$ cat config.mk
export PLATFORM = sky130hd
export DESIGN_NAME = lsu_top
export DESIGN_NICKNAME = d
export VERILOG_FILES = /design/src/rtl/lsu_pkg.sv /design/src/rtl/lsu_ifs.sv /design/src/rtl/lsu_ctrl.sv /design/src/rtl/lsu_rdata.sv /design/src/rtl/lsu_perf_counters.sv /design/src/rtl/lsu_top.sv
export SDC_FILE = /design/constraint.sdc
export NUM_CORES = 1
export LEC_CHECK = 0
export BUFFER_PORTS_ARGS = -buffer_cell sky130_fd_sc_hd__buf_2
export CORE_ASPECT_RATIO = 2
export CORE_MARGIN = 2
export CORE_UTILIZATION = 47
export DETAILED_ROUTE_END_ITERATION = 7
export PLACE_DENSITY = 0.77
export SLEW_MARGIN = 10
export SYNTH_ARGS = -nofsm -noshare
export SYNTH_HDL_FRONTEND = slang
export SYNTH_SLANG_ARGS = --single-unit
$ cat constraint.sdc
create_clock -name clk_i -period 3.9 [get_ports clk_i]
set_input_delay 0.39 -clock clk_i [delete_from_list [all_inputs] [get_ports clk_i]]
set_output_delay 0.39 -clock clk_i [all_outputs]
set_load 0.005 [all_outputs]
$ cat src/rtl/lsu_pkg.sv
// Shared widths, access-type and state enums, and counter constants of the LSU
package lsu_pkg;

  //////////////////////////////////////////////////////////////////////
  // Data path types
  //////////////////////////////////////////////////////////////////////

  // Data or address word
  typedef logic [31:0] word_t;

  // One enable per byte lane
  typedef logic [3:0] be_t;

  // Byte offset inside a word
  typedef logic [1:0] offset_t;

  // Access size in the core decoder's encoding
  typedef enum logic [1:0] {
    DT_WORD = 2'b00,
    DT_HALF = 2'b01,
    DT_BYTE = 2'b10
  } data_type_e;

  // Request control FSM
  typedef enum logic [2:0] {
    IDLE,
    REQ_FIRST,
    WAIT_FIRST,
    REQ_SECOND,
    WAIT_SECOND
  } lsu_state_e;

  //////////////////////////////////////////////////////////////////////
  // Performance counters
  //////////////////////////////////////////////////////////////////////

  localparam int unsigned CNT_W = 16;

  typedef logic [CNT_W-1:0] cnt_t;

  localparam cnt_t CNT_MAX = {CNT_W{1'b1}};

endpackage

$ cat src/rtl/lsu_ifs.sv
// Read-data strobe interface and performance event interface with their modports

// Strobes from request control to the load data path
interface lsu_rdata_if import lsu_pkg::*; ();
  logic       capture_first;
  logic       finish;
  offset_t    offset;
  data_type_e data_type;
  logic       sign_ext;

  modport ctrl (output capture_first, finish, offset, data_type, sign_ext);
  modport dp   (input  capture_first, finish, offset, data_type, sign_ext);
endinterface

// Single-cycle events for the memory counters
interface lsu_perf_if ();
  logic load_gnt;
  logic store_gnt;
  logic split_start;
  logic bus_err;

  modport src  (output load_gnt, store_gnt, split_start, bus_err);
  modport sink (input  load_gnt, store_gnt, split_start, bus_err);
endinterface

$ cat src/rtl/lsu_ctrl.sv
// Request FSM, misaligned split, byte enables, write data rotation and completion
module lsu_ctrl import lsu_pkg::*; (
  input  logic       clk_i,
  input  logic       rst_ni,

  // Command from the execute side
  input  logic       lsu_req_i,
  input  logic       lsu_we_i,
  input  data_type_e lsu_type_i,
  input  logic       lsu_sign_ext_i,
  input  word_t      lsu_addr_i,
  input  word_t      lsu_wdata_i,

  // Data memory handshake
  input  logic       data_gnt_i,
  input  logic       data_rvalid_i,
  input  logic       data_err_i,
  output logic       data_req_o,
  output logic       data_we_o,
  output be_t        data_be_o,
  output word_t      data_addr_o,
  output word_t      data_wdata_o,

  // Completion
  output logic       lsu_valid_o,
  output logic       lsu_busy_o,
  output logic       load_err_o,
  output logic       store_err_o,

  lsu_rdata_if.ctrl  rd,
  lsu_perf_if.src    perf
);

  lsu_state_e  state_q, state_d;

  // Latched command
  logic        we_q;
  logic        sign_ext_q;
  data_type_e  type_q;
  word_t       addr_q;
  word_t       wdata_q;

  logic        accept;
  logic        split;
  logic        final_rvalid;
  offset_t     offset;
  be_t         be_base;
  logic [7:0]  be_wide;
  logic [63:0] wdata_dbl;
  word_t       addr_aligned;

  assign accept = lsu_req_i & (state_q == IDLE);
  assign offset = addr_q[1:0];

  // Word not on a word boundary, or half crossing into the next word
  assign split = ((type_q == DT_WORD) && (offset != 2'b00)) ||
                 ((type_q == DT_HALF) && (offset == 2'b11));

  always_ff @(posedge clk_i) begin
    if (accept) begin
      we_q       <= lsu_we_i;
      sign_ext_q <= lsu_sign_ext_i;
      type_q     <= lsu_type_i;
      addr_q     <= lsu_addr_i;
      wdata_q    <= lsu_wdata_i;
    end
  end

  //////////////////////////////////////////////////////////////////////
  // Request FSM
  //////////////////////////////////////////////////////////////////////

  always_comb begin
    state_d = state_q;
    unique case (state_q)
      IDLE:        if (accept) state_d = REQ_FIRST;
      REQ_FIRST:   if (data_gnt_i) state_d = WAIT_FIRST;
      // An error on the first part ends the access
      WAIT_FIRST:  if (data_rvalid_i) state_d = (split && !data_err_i) ? REQ_SECOND : IDLE;
      REQ_SECOND:  if (data_gnt_i) state_d = WAIT_SECOND;
      WAIT_SECOND: if (data_rvalid_i) state_d = IDLE;
      default:     state_d = IDLE;
    endcase
  end

  always_ff @(posedge clk_i, negedge rst_ni) begin
    if (!rst_ni) begin
      state_q <= IDLE;
    end else begin
      state_q <= state_d;
    end
  end

  //////////////////////////////////////////////////////////////////////
  // Bus fields per part
  //////////////////////////////////////////////////////////////////////

  always_comb begin
    unique case (type_q)
      DT_WORD: be_base = 4'b1111;
      DT_HALF: be_base = 4'b0011;
      default: be_base = 4'b0001;
    endcase
  end

  // Upper nibble holds the lanes that spill into the next word
  assign be_wide      = {4'b0000, be_base} << offset;
  assign wdata_dbl    = {wdata_q, wdata_q} << {offset, 3'b000};
  assign addr_aligned = {addr_q[31:2], 2'b00};

  assign data_req_o   = (state_q == REQ_FIRST) || (state_q == REQ_SECOND);
  assign data_we_o    = we_q;
  assign data_be_o    = (state_q == REQ_SECOND) ? be_wide[7:4] : be_wide[3:0];
  assign data_addr_o  = (state_q == REQ_SECOND) ? addr_aligned + 32'd4 : addr_aligned;
  assign data_wdata_o = wdata_dbl[63:32];

  //////////////////////////////////////////////////////////////////////
  // Completion, strobes and events
  //////////////////////////////////////////////////////////////////////

  assign final_rvalid = data_rvalid_i &
                        (((state_q == WAIT_FIRST) & (~split | data_err_i)) |
                         (state_q == WAIT_SECOND));

  assign lsu_valid_o = final_rvalid;
  assign lsu_busy_o  = (state_q != IDLE);
  assign load_err_o  = final_rvalid & data_err_i & ~we_q;
  assign store_err_o = final_rvalid & data_err_i & we_q;

  assign rd.capture_first = data_rvalid_i & (state_q == WAIT_FIRST) & split &
                            ~data_err_i & ~we_q;
  assign rd.finish        = final_rvalid & ~we_q;
  assign rd.offset        = offset;
  assign rd.data_type     = type_q;
  assign rd.sign_ext      = sign_ext_q;

  assign perf.load_gnt    = data_req_o & data_gnt_i & ~we_q;
  assign perf.store_gnt   = data_req_o & data_gnt_i & we_q;
  assign perf.split_start = (state_q == REQ_FIRST) & data_gnt_i & split;
  assign perf.bus_err     = data_rvalid_i & data_err_i &
                            ((state_q == WAIT_FIRST) | (state_q == WAIT_SECOND));

endmodule

$ cat src/rtl/lsu_rdata.sv
// Load data path with first-part capture, byte reassembly and extension
module lsu_rdata import lsu_pkg::*; (
  input  logic   clk_i,
  input  logic   rst_ni,

  input  word_t  data_rdata_i,
  lsu_rdata_if.dp rd,

  output word_t  lsu_rdata_o
);

  word_t       first_q;
  logic        have_first_q;
  word_t       lower;
  logic [63:0] merged;
  word_t       aligned;

  // First word of a split load
  always_ff @(posedge clk_i) begin
    if (rd.capture_first) begin
      first_q <= data_rdata_i;
    end
  end

  always_ff @(posedge clk_i, negedge rst_ni) begin
    if (!rst_ni) begin
      have_first_q <= 1'b0;
    end else if (rd.finish) begin
      have_first_q <= 1'b0;
    end else if (rd.capture_first) begin
      have_first_q <= 1'b1;
    end
  end

  // Without a captured part both halves come from the current word
  assign lower   = have_first_q ? first_q : data_rdata_i;
  assign merged  = {data_rdata_i, lower} >> {rd.offset, 3'b000};
  assign aligned = merged[31:0];

  // Size selection and extension
  always_comb begin
    unique case (rd.data_type)
      DT_WORD: lsu_rdata_o = aligned;
      DT_HALF: lsu_rdata_o = {{16{rd.sign_ext & aligned[15]}}, aligned[15:0]};
      default: lsu_rdata_o = {{24{rd.sign_ext & aligned[7]}}, aligned[7:0]};
    endcase
  end

endmodule

$ cat src/rtl/lsu_perf_counters.sv
// Saturating memory performance counters for loads, stores, splits and bus errors
module lsu_perf_counters import lsu_pkg::*; (
  input  logic    clk_i,
  input  logic    rst_ni,

  lsu_perf_if.sink perf,

  output cnt_t    perf_load_o,
  output cnt_t    perf_store_o,
  output cnt_t    perf_split_o,
  output cnt_t    perf_err_o
);

  logic [3:0] event_vec;
  cnt_t       cnt_q [4];

  // Bit order matches the output order
  assign event_vec = {perf.bus_err, perf.split_start, perf.store_gnt, perf.load_gnt};

  //////////////////////////////////////////////////////////////////////
  // Counters
  //////////////////////////////////////////////////////////////////////

  always_ff @(posedge clk_i, negedge rst_ni) begin
    if (!rst_ni) begin
      for (int i = 0; i < 4; i++) begin
        cnt_q[i] <= '0;
      end
    end else begin
      for (int i = 0; i < 4; i++) begin
        // Hold at the top value
        if (event_vec[i] && (cnt_q[i] != CNT_MAX)) begin
          cnt_q[i] <= cnt_q[i] + cnt_t'(1);
        end
      end
    end
  end

  assign perf_load_o  = cnt_q[0];
  assign perf_store_o = cnt_q[1];
  assign perf_split_o = cnt_q[2];
  assign perf_err_o   = cnt_q[3];

endmodule

$ cat src/rtl/lsu_top.sv
// LSU top level connecting request control, load data path and counters
module lsu_top import lsu_pkg::*; (
  input  logic       clk_i,
  input  logic       rst_ni,

  // Command side
  input  logic       lsu_req_i,
  input  logic       lsu_we_i,
  input  data_type_e lsu_type_i,
  input  logic       lsu_sign_ext_i,
  input  word_t      lsu_addr_i,
  input  word_t      lsu_wdata_i,
  output logic       lsu_valid_o,
  output word_t      lsu_rdata_o,
  output logic       lsu_busy_o,
  output logic       load_err_o,
  output logic       store_err_o,

  // Data memory bus
  output logic       data_req_o,
  input  logic       data_gnt_i,
  input  logic       data_rvalid_i,
  input  logic       data_err_i,
  output logic       data_we_o,
  output be_t        data_be_o,
  output word_t      data_addr_o,
  output word_t      data_wdata_o,
  input  word_t      data_rdata_i,

  // Memory counters
  output cnt_t       perf_load_o,
  output cnt_t       perf_store_o,
  output cnt_t       perf_split_o,
  output cnt_t       perf_err_o
);

  lsu_rdata_if rd_if ();
  lsu_perf_if  perf_if ();

  lsu_ctrl u_ctrl (
    .clk_i          ( clk_i          ),
    .rst_ni         ( rst_ni         ),
    .lsu_req_i      ( lsu_req_i      ),
    .lsu_we_i       ( lsu_we_i       ),
    .lsu_type_i     ( lsu_type_i     ),
    .lsu_sign_ext_i ( lsu_sign_ext_i ),
    .lsu_addr_i     ( lsu_addr_i     ),
    .lsu_wdata_i    ( lsu_wdata_i    ),
    .data_gnt_i     ( data_gnt_i     ),
    .data_rvalid_i  ( data_rvalid_i  ),
    .data_err_i     ( data_err_i     ),
    .data_req_o     ( data_req_o     ),
    .data_we_o      ( data_we_o      ),
    .data_be_o      ( data_be_o      ),
    .data_addr_o    ( data_addr_o    ),
    .data_wdata_o   ( data_wdata_o   ),
    .lsu_valid_o    ( lsu_valid_o    ),
    .lsu_busy_o     ( lsu_busy_o     ),
    .load_err_o     ( load_err_o     ),
    .store_err_o    ( store_err_o    ),
    .rd             ( rd_if.ctrl     ),
    .perf           ( perf_if.src    )
  );

  lsu_rdata u_rdata (
    .clk_i        ( clk_i        ),
    .rst_ni       ( rst_ni       ),
    .data_rdata_i ( data_rdata_i ),
    .rd           ( rd_if.dp     ),
    .lsu_rdata_o  ( lsu_rdata_o  )
  );

  lsu_perf_counters u_perf (
    .clk_i        ( clk_i        ),
    .rst_ni       ( rst_ni       ),
    .perf         ( perf_if.sink ),
    .perf_load_o  ( perf_load_o  ),
    .perf_store_o ( perf_store_o ),
    .perf_split_o ( perf_split_o ),
    .perf_err_o   ( perf_err_o   )
  );

endmodule

==> impl_metrics.json, run 1 <==
{
  "crit_chain": "and3b_1 > nand4_1 > nor4_1 > nand4_1 > xnor2_1 > buf_2",
  "hold_buf_cts": 0,
  "crit_required_ns": 3.51,
  "worst_skew_pair.late_latency_ns": 0.43,
  "ir_drop_mv": 0.338,
  "endpoint_kind": "output port",
  "avg_vias_per_cell": 5.40,
  "portBuffers": 273,
  "post_synth_num_cell_types": 58,
  "die_w_um": 102,
  "synth.top_cells.by_count": "sky130_fd_sc_hd__edfxtp_1, sky130_fd_sc_hd__nand2_1, sky130_fd_sc_hd__dfrtp_1",
  "proportion_of_netlist_area_held_by_the_largest_area_contributor_pct": 33.6,
  "flow.area_growth_from_synthesis_pct": 24.1,
  "synthCells": 736,
  "transition_time_at_the_pin_with_the_least_slew_margin_ns": 1.07,
  "cts_sinks": 168,
  "status": "complete, no violations",
  "power.static_leakage_uw": 0.00478,
  "core.rowCount": 71,
  "critPathLaunchType": "register",
  "groute.usage.overall_pct": 22.4,
  "final-max-slew-violation-count": 0,
  "core_um2": 18700,
  "gp_routability_congestion": 0.876,
  "chipHeight_um": 199,
  "finalClockSkew_ns": 0.0112,
  "yosysSeqAreaShare_pct": 52.6,
  "finalSetupViolCount": 0,
  "synth_enable_flop_cells": 100,
  "async_reset_ff_share_pct": 40.5,
  "number_of_antenna_violations_at_the_first_check_in_global_routing": 7,
  "grt_first_pass_wirelength_um": 34600,
  "timing.critical_path.mode_cell": "sky130_fd_sc_hd__nand4_1",
  "cts_setup_buffers": 0,
  "final_nets": 1112,
  "detailed_place_hpwl_um": 17400,
  "ctsResizeCount": 0,
  "cts_max_path_buffers": 2,
  "slew-limit-headroom_pct": 28.7,
  "tritoncts.num_buffers": 17,
  "placed_cells_incl_taps": 1237,
  "globalRoute.totalOverflow": 0,
  "netlist_area_um2": 8940,
  "cp_max_fo": 12,
  "final.period_utilization_pct": 84.8,
  "min-delay-path-class": "in -> async",
  "grt_start_max_net_pins": 81,
  "maximum_capacitance_violations": 0,
  "critPathKind": "reg -> out",
  "clkSlewWorstSetupHoldPaths_ns": 0.06,
  "wl_per_cell_um": 17.9,
  "first_global_vias": 6789,
  "via_count": 6865,
  "final.setup.tns_ns": 0,
  "drt-pass1-iter-count": 5,
  "io_pins": 276,
  "ys.warnings.count": 0,
  "synth.ff_latch_count": 168,
  "drive_above_1_share_pct": 38.1,
  "finalNonFillerCells": 1271,
  "tritoncts": "yes",
  "post-synth-top-area-cell": "sky130_fd_sc_hd__edfxtp_1",
  "cellPowerDensity_nw_per_um2": 542,
  "totalWireLength_um": 22700,
  "drc_errors": 0,
  "clock_tree.root_cell": "sky130_fd_sc_hd__clkbuf_16",
  "fillCellCount": 1607,
  "worst_path_max_delay_cell": "sky130_fd_sc_hd__nor4_1",
  "period_needed_ns": 3.31,
  "initial_standard_cell_utilization_of_the_core_pct": 47.7,
  "cp_data_arrival_time_ns": 2.92,
  "setup_repair_after_global_routing_missed_its_margin": "no",
  "max_freq_ghz": 0.303,
  "synth_ff_type": "sky130_fd_sc_hd__edfxtp_1",
  "hold_viol_final": 0,
  "cts.htree.levels": 4,
  "synth.most_common_cell": "sky130_fd_sc_hd__edfxtp_1",
  "routed_antenna_nets": 0,
  "floorplan.die_area_um2": 20200,
  "synth.top_cells.by_area": "sky130_fd_sc_hd__edfxtp_1, sky130_fd_sc_hd__dfrtp_1, sky130_fd_sc_hd__mux4_2, sky130_fd_sc_hd__xnor2_1, sky130_fd_sc_hd__mux2_2",
  "count_of_routing_violations_after_the_opening_detailed_route_iteration": 375,
  "cp_slowest_stage_delay_ns": 0.74,
  "syn_avg_cell_area_um2": 12.2
}
==> final timing paths <==
check                                                        from                                 end  slack (ns)  depth (start not counted)
worst max-delay path                u_ctrl.state_q[1]$_DFFE_PN0P_                     data_addr_o[26]        0.59                          6
worst max register to register   u_ctrl.rd.data_type[1]$_DFFE_PP_        u_rdata.first_q[2]$_DFFE_PP_        1.11                          5
max in group asynchronous                                  rst_ni  u_perf.perf_load_o[11]$_DFFE_PN0P_        2.93                          2
worst min-delay path                                       rst_ni   u_perf.perf_err_o[11]$_DFFE_PN0P_        0.03                          1
worst min register to register  u_perf.perf_load_o[7]$_DFFE_PN0P_   u_perf.perf_load_o[7]$_DFFE_PN0P_        0.48                          1
min in group clk_i                                lsu_wdata_i[28]        u_ctrl.wdata_q[28]$_DFFE_PP_        0.13                          1
==> cell type report <==
type                    count  area (um2)  area share [%]
flip-flops and latches    168        4700            42.4
multi-input cells         520        4020            36.2
repair buffers            280        1430            12.9
clock buffers              25         528            4.76
well taps                 255         319            2.87
inverters                  14        52.6           0.473
clock inverters             7        37.5           0.338
diodes                      2        5.00          0.0451
==> worst max-delay path, delay by kind of cell, from the launching register on <==
kind | cells | cell delay (ns)
flops | 1 | 0.49
buf+inv | 1 | 0.13
simple gates | 4 | 1.70
xor+xnor | 1 | 0.17
==> kinds of logic after synthesis <==
family,Yosys count,synth area share [%]
AND/OR/NAND/NOR,236,13.3
AO/OA/AOI/OAI,96,6.32
XOR/XNOR,88,8.62
multiplexers,93,15.8
other,1,0.0419
buffers and inverters,49,2.57
flip-flops,168,52.6
adder cells (fa/ha/maj),5,0.699
==> placed cells by master, fill, tap and decap left out, types with 3 or more instances in the layout <==
cell                        instances
sky130_fd_sc_hd__o21ai_0           46
sky130_fd_sc_hd__mux2i_1           30
sky130_fd_sc_hd__nor2_1            44
sky130_fd_sc_hd__a21oi_1           24
sky130_fd_sc_hd__ha_1               5
sky130_fd_sc_hd__buf_4              6
sky130_fd_sc_hd__nor3_1             8
sky130_fd_sc_hd__nand2_1           70
sky130_fd_sc_hd__a31oi_1            3
sky130_fd_sc_hd__clkbuf_8           3
sky130_fd_sc_hd__and4_1             7
sky130_fd_sc_hd__mux2_2            27
sky130_fd_sc_hd__a211oi_1           7
sky130_fd_sc_hd__xnor2_1           64
sky130_fd_sc_hd__nand3_1           39
sky130_fd_sc_hd__nor2b_1            3
sky130_fd_sc_hd__mux4_2            36
sky130_fd_sc_hd__clkinv_2           5
sky130_fd_sc_hd__edfxtp_1         100
sky130_fd_sc_hd__o21ai_1            4
sky130_fd_sc_hd__buf_2            273
sky130_fd_sc_hd__xor2_1            24
sky130_fd_sc_hd__and3_1            12
sky130_fd_sc_hd__inv_1             12
sky130_fd_sc_hd__nand4_1           27
sky130_fd_sc_hd__clkbuf_16         19
sky130_fd_sc_hd__clkbuf_1           3
sky130_fd_sc_hd__dfrtp_1           68
sky130_fd_sc_hd__nor4_1             6
==> power breakdown <==
group          switching (uW)  internal, uW  total [uW]
clock                     664           937        1600
combinational            1010           935        1940
sequential                278          2200        2480
total                    1950          4070        6020
==> routing by layer <==
layer  vias to the layer above  GRT usage (%)  share of wire [%]
met5                         -              0               0.29
met4                        10           9.81                3.1
met2                       258           39.3                 54
met3                        52           7.42                6.8
li1                       3282              -                  -
met1                      3263           24.2                 36
==> state kept, by name (all words and copies together) (netlist names) <==
name	cells
u_perf.perf_load_o	16
u_ctrl.rd.data_type	2
u_ctrl.data_we_o	1
u_ctrl.wdata_q	32
u_ctrl.state_q	3
u_perf.perf_err_o	16
u_perf.perf_store_o	16
u_rdata.have_first_q	1
u_rdata.first_q	32
u_perf.perf_split_o	16
u_ctrl.rd.sign_ext	1
u_ctrl.addr_q	32
==> stage by stage <==
step	cell area (um2)	setup slack [ns]	hold WS [ns]	utilization (%)	total power (uW)
CTS	11100	0.510	0.0387	59.2	6080
detailed placement	10500	0.977	0.473	56.2	4460
finish	11100	0.594	0.0304	59.2	6020
global placement	10500	1.09	0.467	56.2	4410
global route	11100	0.299	0.0755	59.2	6360
floorplan	8950	0.779	0.0944	-	3660
Note: power is estimated with default switching activity, not from simulation.
==> run 2, diff against run 1 <==
--- a/config.mk
+++ b/config.mk
@@ -8,9 +8,9 @@
 export BUFFER_PORTS_ARGS = -buffer_cell sky130_fd_sc_hd__buf_2
 export CORE_ASPECT_RATIO = 2
 export CORE_MARGIN = 2
-export CORE_UTILIZATION = 47
+export CORE_UTILIZATION = 52
 export DETAILED_ROUTE_END_ITERATION = 7
-export PLACE_DENSITY = 0.77
+export PLACE_DENSITY = 0.81
 export SLEW_MARGIN = 10
 export SYNTH_ARGS = -nofsm -noshare
 export SYNTH_HDL_FRONTEND = slang
==> constraint.sdc (replaced) <==
create_clock -name clk_i -period 3.1 [get_ports clk_i]
set_input_delay 0.31 -clock clk_i [delete_from_list [all_inputs] [get_ports clk_i]]
set_output_delay 0.31 -clock clk_i [all_outputs]
set_load 0.005 [all_outputs]
==> run 2 against run 1 <==
  * Cell area rose by 0.47%
  * Clock-buffer cell count shrank 5
  * Combinational power is 27% higher
  * Sequential power up 25%
  * Clock power grew 34%
  * Critical path depth is 1 higher
  * Clock skew decreased by 0.0022 ns
  * Total power grew 28%
  * Core utilization increased by 7.3 points
  * Global-route usage up 2.1 points
  * Hold slack gained 0.028 ns
  * First-iteration DRC count decreased by 15%
==> impl_metrics.json, run 2 (synthesis results as in run 1) <==
{
  "status": "complete, no violations",
  "seq_area_um2": 4700,
  "count_of_routing_violations_after_the_opening_detailed_route_iteration": 318,
  "finalPower_uw": 7720,
  "reg_top3": "u_ctrl.addr_q x32, u_ctrl.wdata_q x32, u_rdata.first_q x32",
  "crit_required_ns": 2.79,
  "ir_drop_mv": 0.494,
  "critPathLaunchType": "register",
  "io_pins": 276,
  "portBuffers": 273,
  "cts_max_path_buffers": 2,
  "cp_max_fo": 16,
  "final_nets": 1120,
  "grtUsageMet1_pct": 27.1,
  "maximum_capacitance_violations": 0,
  "layout_commonest_cell": "sky130_fd_sc_hd__buf_2",
  "grt_start_max_net_pins": 75,
  "met3_track_demand_over_resource_pct": 6.83,
  "cp_data_arrival_time_ns": 2.55,
  "utilization_pct": 66.5,
  "worst_path_max_delay_cell": "sky130_fd_sc_hd__mux4_2",
  "chipHeight_um": 189,
  "first_global_vias": 7014,
  "grt_util_met2_pct": 43.1,
  "cts.htree.levels": 4,
  "core.rowCount": 67,
  "flow.area_growth_from_synthesis_pct": 24.7,
  "groute.usage.overall_pct": 24.5,
  "min-delay-path-class": "in -> reg",
  "clock_tree.root_cell": "sky130_fd_sc_hd__clkbuf_16",
  "drt-pass1-iter-count": 5,
  "finalSetupViolCount": 0,
  "tritoncts.num_buffers": 17,
  "drc_errors": 0,
  "die_w_um": 96.7,
  "routed_antenna_nets": 0,
  "grt_first_pass_wirelength_um": 35800,
  "globalRoute.totalOverflow": 0,
  "max_freq_ghz": 0.350,
  "gp_routability_congestion": 0.905,
  "number_of_antenna_violations_at_the_first_check_in_global_routing": 9,
  "clkSlewWorstSetupHoldPaths_ns": 0.07,
  "finalClockSkew_ns": 0.00902,
  "initial_standard_cell_utilization_of_the_core_pct": 53.4,
  "final.setup.tns_ns": 0,
  "final-max-slew-violation-count": 0,
  "totalWireLength_um": 22600,
  "slew-limit-headroom_pct": 40.8,
  "gr-max-usage-layer": "met2",
  "period_needed_ns": 2.86,
  "wl_per_cell_um": 18.3,
  "mostFrequentLayoutCells": "sky130_fd_sc_hd__buf_2, sky130_fd_sc_hd__edfxtp_1, sky130_fd_sc_hd__nand2_1",
  "hold_viol_final": 0,
  "drive_above_1_share_pct": 38.8,
  "setup_repair_after_global_routing_missed_its_margin": "no",
  "tritoncts": "yes",
  "fillCellCount": 1336,
  "core_um2": 16800,
  "floorplan.die_area_um2": 18300,
  "worst_skew_pair.late_latency_ns": 0.42,
  "cellPowerDensity_nw_per_um2": 692,
  "cts_sinks": 168,
  "via_count": 7025,
  "detailed_place_hpwl_um": 17300,
  "power.static_leakage_uw": 0.00483,
  "transition_time_at_the_pin_with_the_least_slew_margin_ns": 0.888,
  "crit_chain": "buf_6 > mux2_2 > mux4_2 > nand3_2 > o21a_4 > o21ai_0 > buf_2",
  "avg_vias_per_cell": 5.68,
  "final.period_utilization_pct": 92.2,
  "multi_input_area_um2": 4030,
  "cp_slowest_stage_delay_ns": 0.48,
  "endpoint_kind": "output port",
  "critPathKind": "reg -> out"
}
## run 2: critical path, delay by kind of cell (launching register included)
| family | cells | cell delay (ns) |
|---|---|---|
| AND/OR/NAND/NOR | 1 | 0.17 |
| multiplexers | 2 | 0.83 |
| flip-flops | 1 | 0.44 |
| buffers and inverters | 2 | 0.34 |
| AO/OA/AOI/OAI | 2 | 0.34 |
## run 2: path summary, 6_finish.rpt
path | from | to | slack [ns] | cells past startpoint
worst min-delay path | lsu_addr_i[21] | u_ctrl.addr_q[21]$_DFFE_PP_ | 0.06 | 1
max in group asynchronous | rst_ni | u_perf.perf_load_o[13]$_DFFE_PN0P_ | 1.72 | 3
worst max-delay path | u_rdata.have_first_q$_DFFE_PN0P_ | lsu_rdata_o[29] | 0.24 | 7
min in group asynchronous | rst_ni | u_perf.perf_err_o[13]$_DFFE_PN0P_ | 0.39 | 2
worst min register to register | u_perf.perf_load_o[7]$_DFFE_PN0P_ | u_perf.perf_load_o[7]$_DFFE_PN0P_ | 0.48 | 1
worst max register to register | u_ctrl.rd.data_type[0]$_DFFE_PP_ | u_rdata.first_q[27]$_DFFE_PP_ | 0.55 | 5
## run 2: metrics by stage
step	std cells	cell area (um2)	hold WS, ns	setup slack, ns
after floorplan	737	8960	0.0144	0.512
after global placement	1196	10500	0.321	0.634
after detailed placement	1196	10500	0.322	0.590
after CTS	1229	11100	0.0413	0.158
after global routing	1234	11100	0.0324	0.0366
final	1236	11200	0.0588	0.241
## run 2: what timing repair did
item / 4_1_cts / 5_1_grt
resized for setup: 0 / 2
buffers inserted: 0 / 0
hold endpoints to repair: 23 / 0
endpoints found under the setup margin: 0 / 5
hold buffers: 1 / 0
## run 2: report_power, final
group | total (uW) | switching, uW | internal [uW] | leakage [uW]
Sequential | 3110 | 344 | 2760 | 0.00185
Combinational | 2460 | 1260 | 1190 | 0.00268
Clock | 2150 | 924 | 1230 | 0.000301
Total | 7720 | 2530 | 5180 | 0.00483
## run 2: final cells by class
cell class / instances / share of cell area, %
clock inverter: 12 / 1.14
tap: 207 / 2.32
inverter: 14 / 0.471
clock buffer: 20 / 4.29
antenna: 7 / 0.157
timing repair buffer: 288 / 13.3
multi-input combinational: 520 / 36.1
sequential: 168 / 42.2
## run 2: per-layer routing
layer | share of wire [%] | vias to the layer above
li1 | - | 3293
met2 | 54 | 255
met1 | 36 | 3414
met5 | 0.12 | -
met3 | 6.3 | 59
met4 | 4.1 | 4
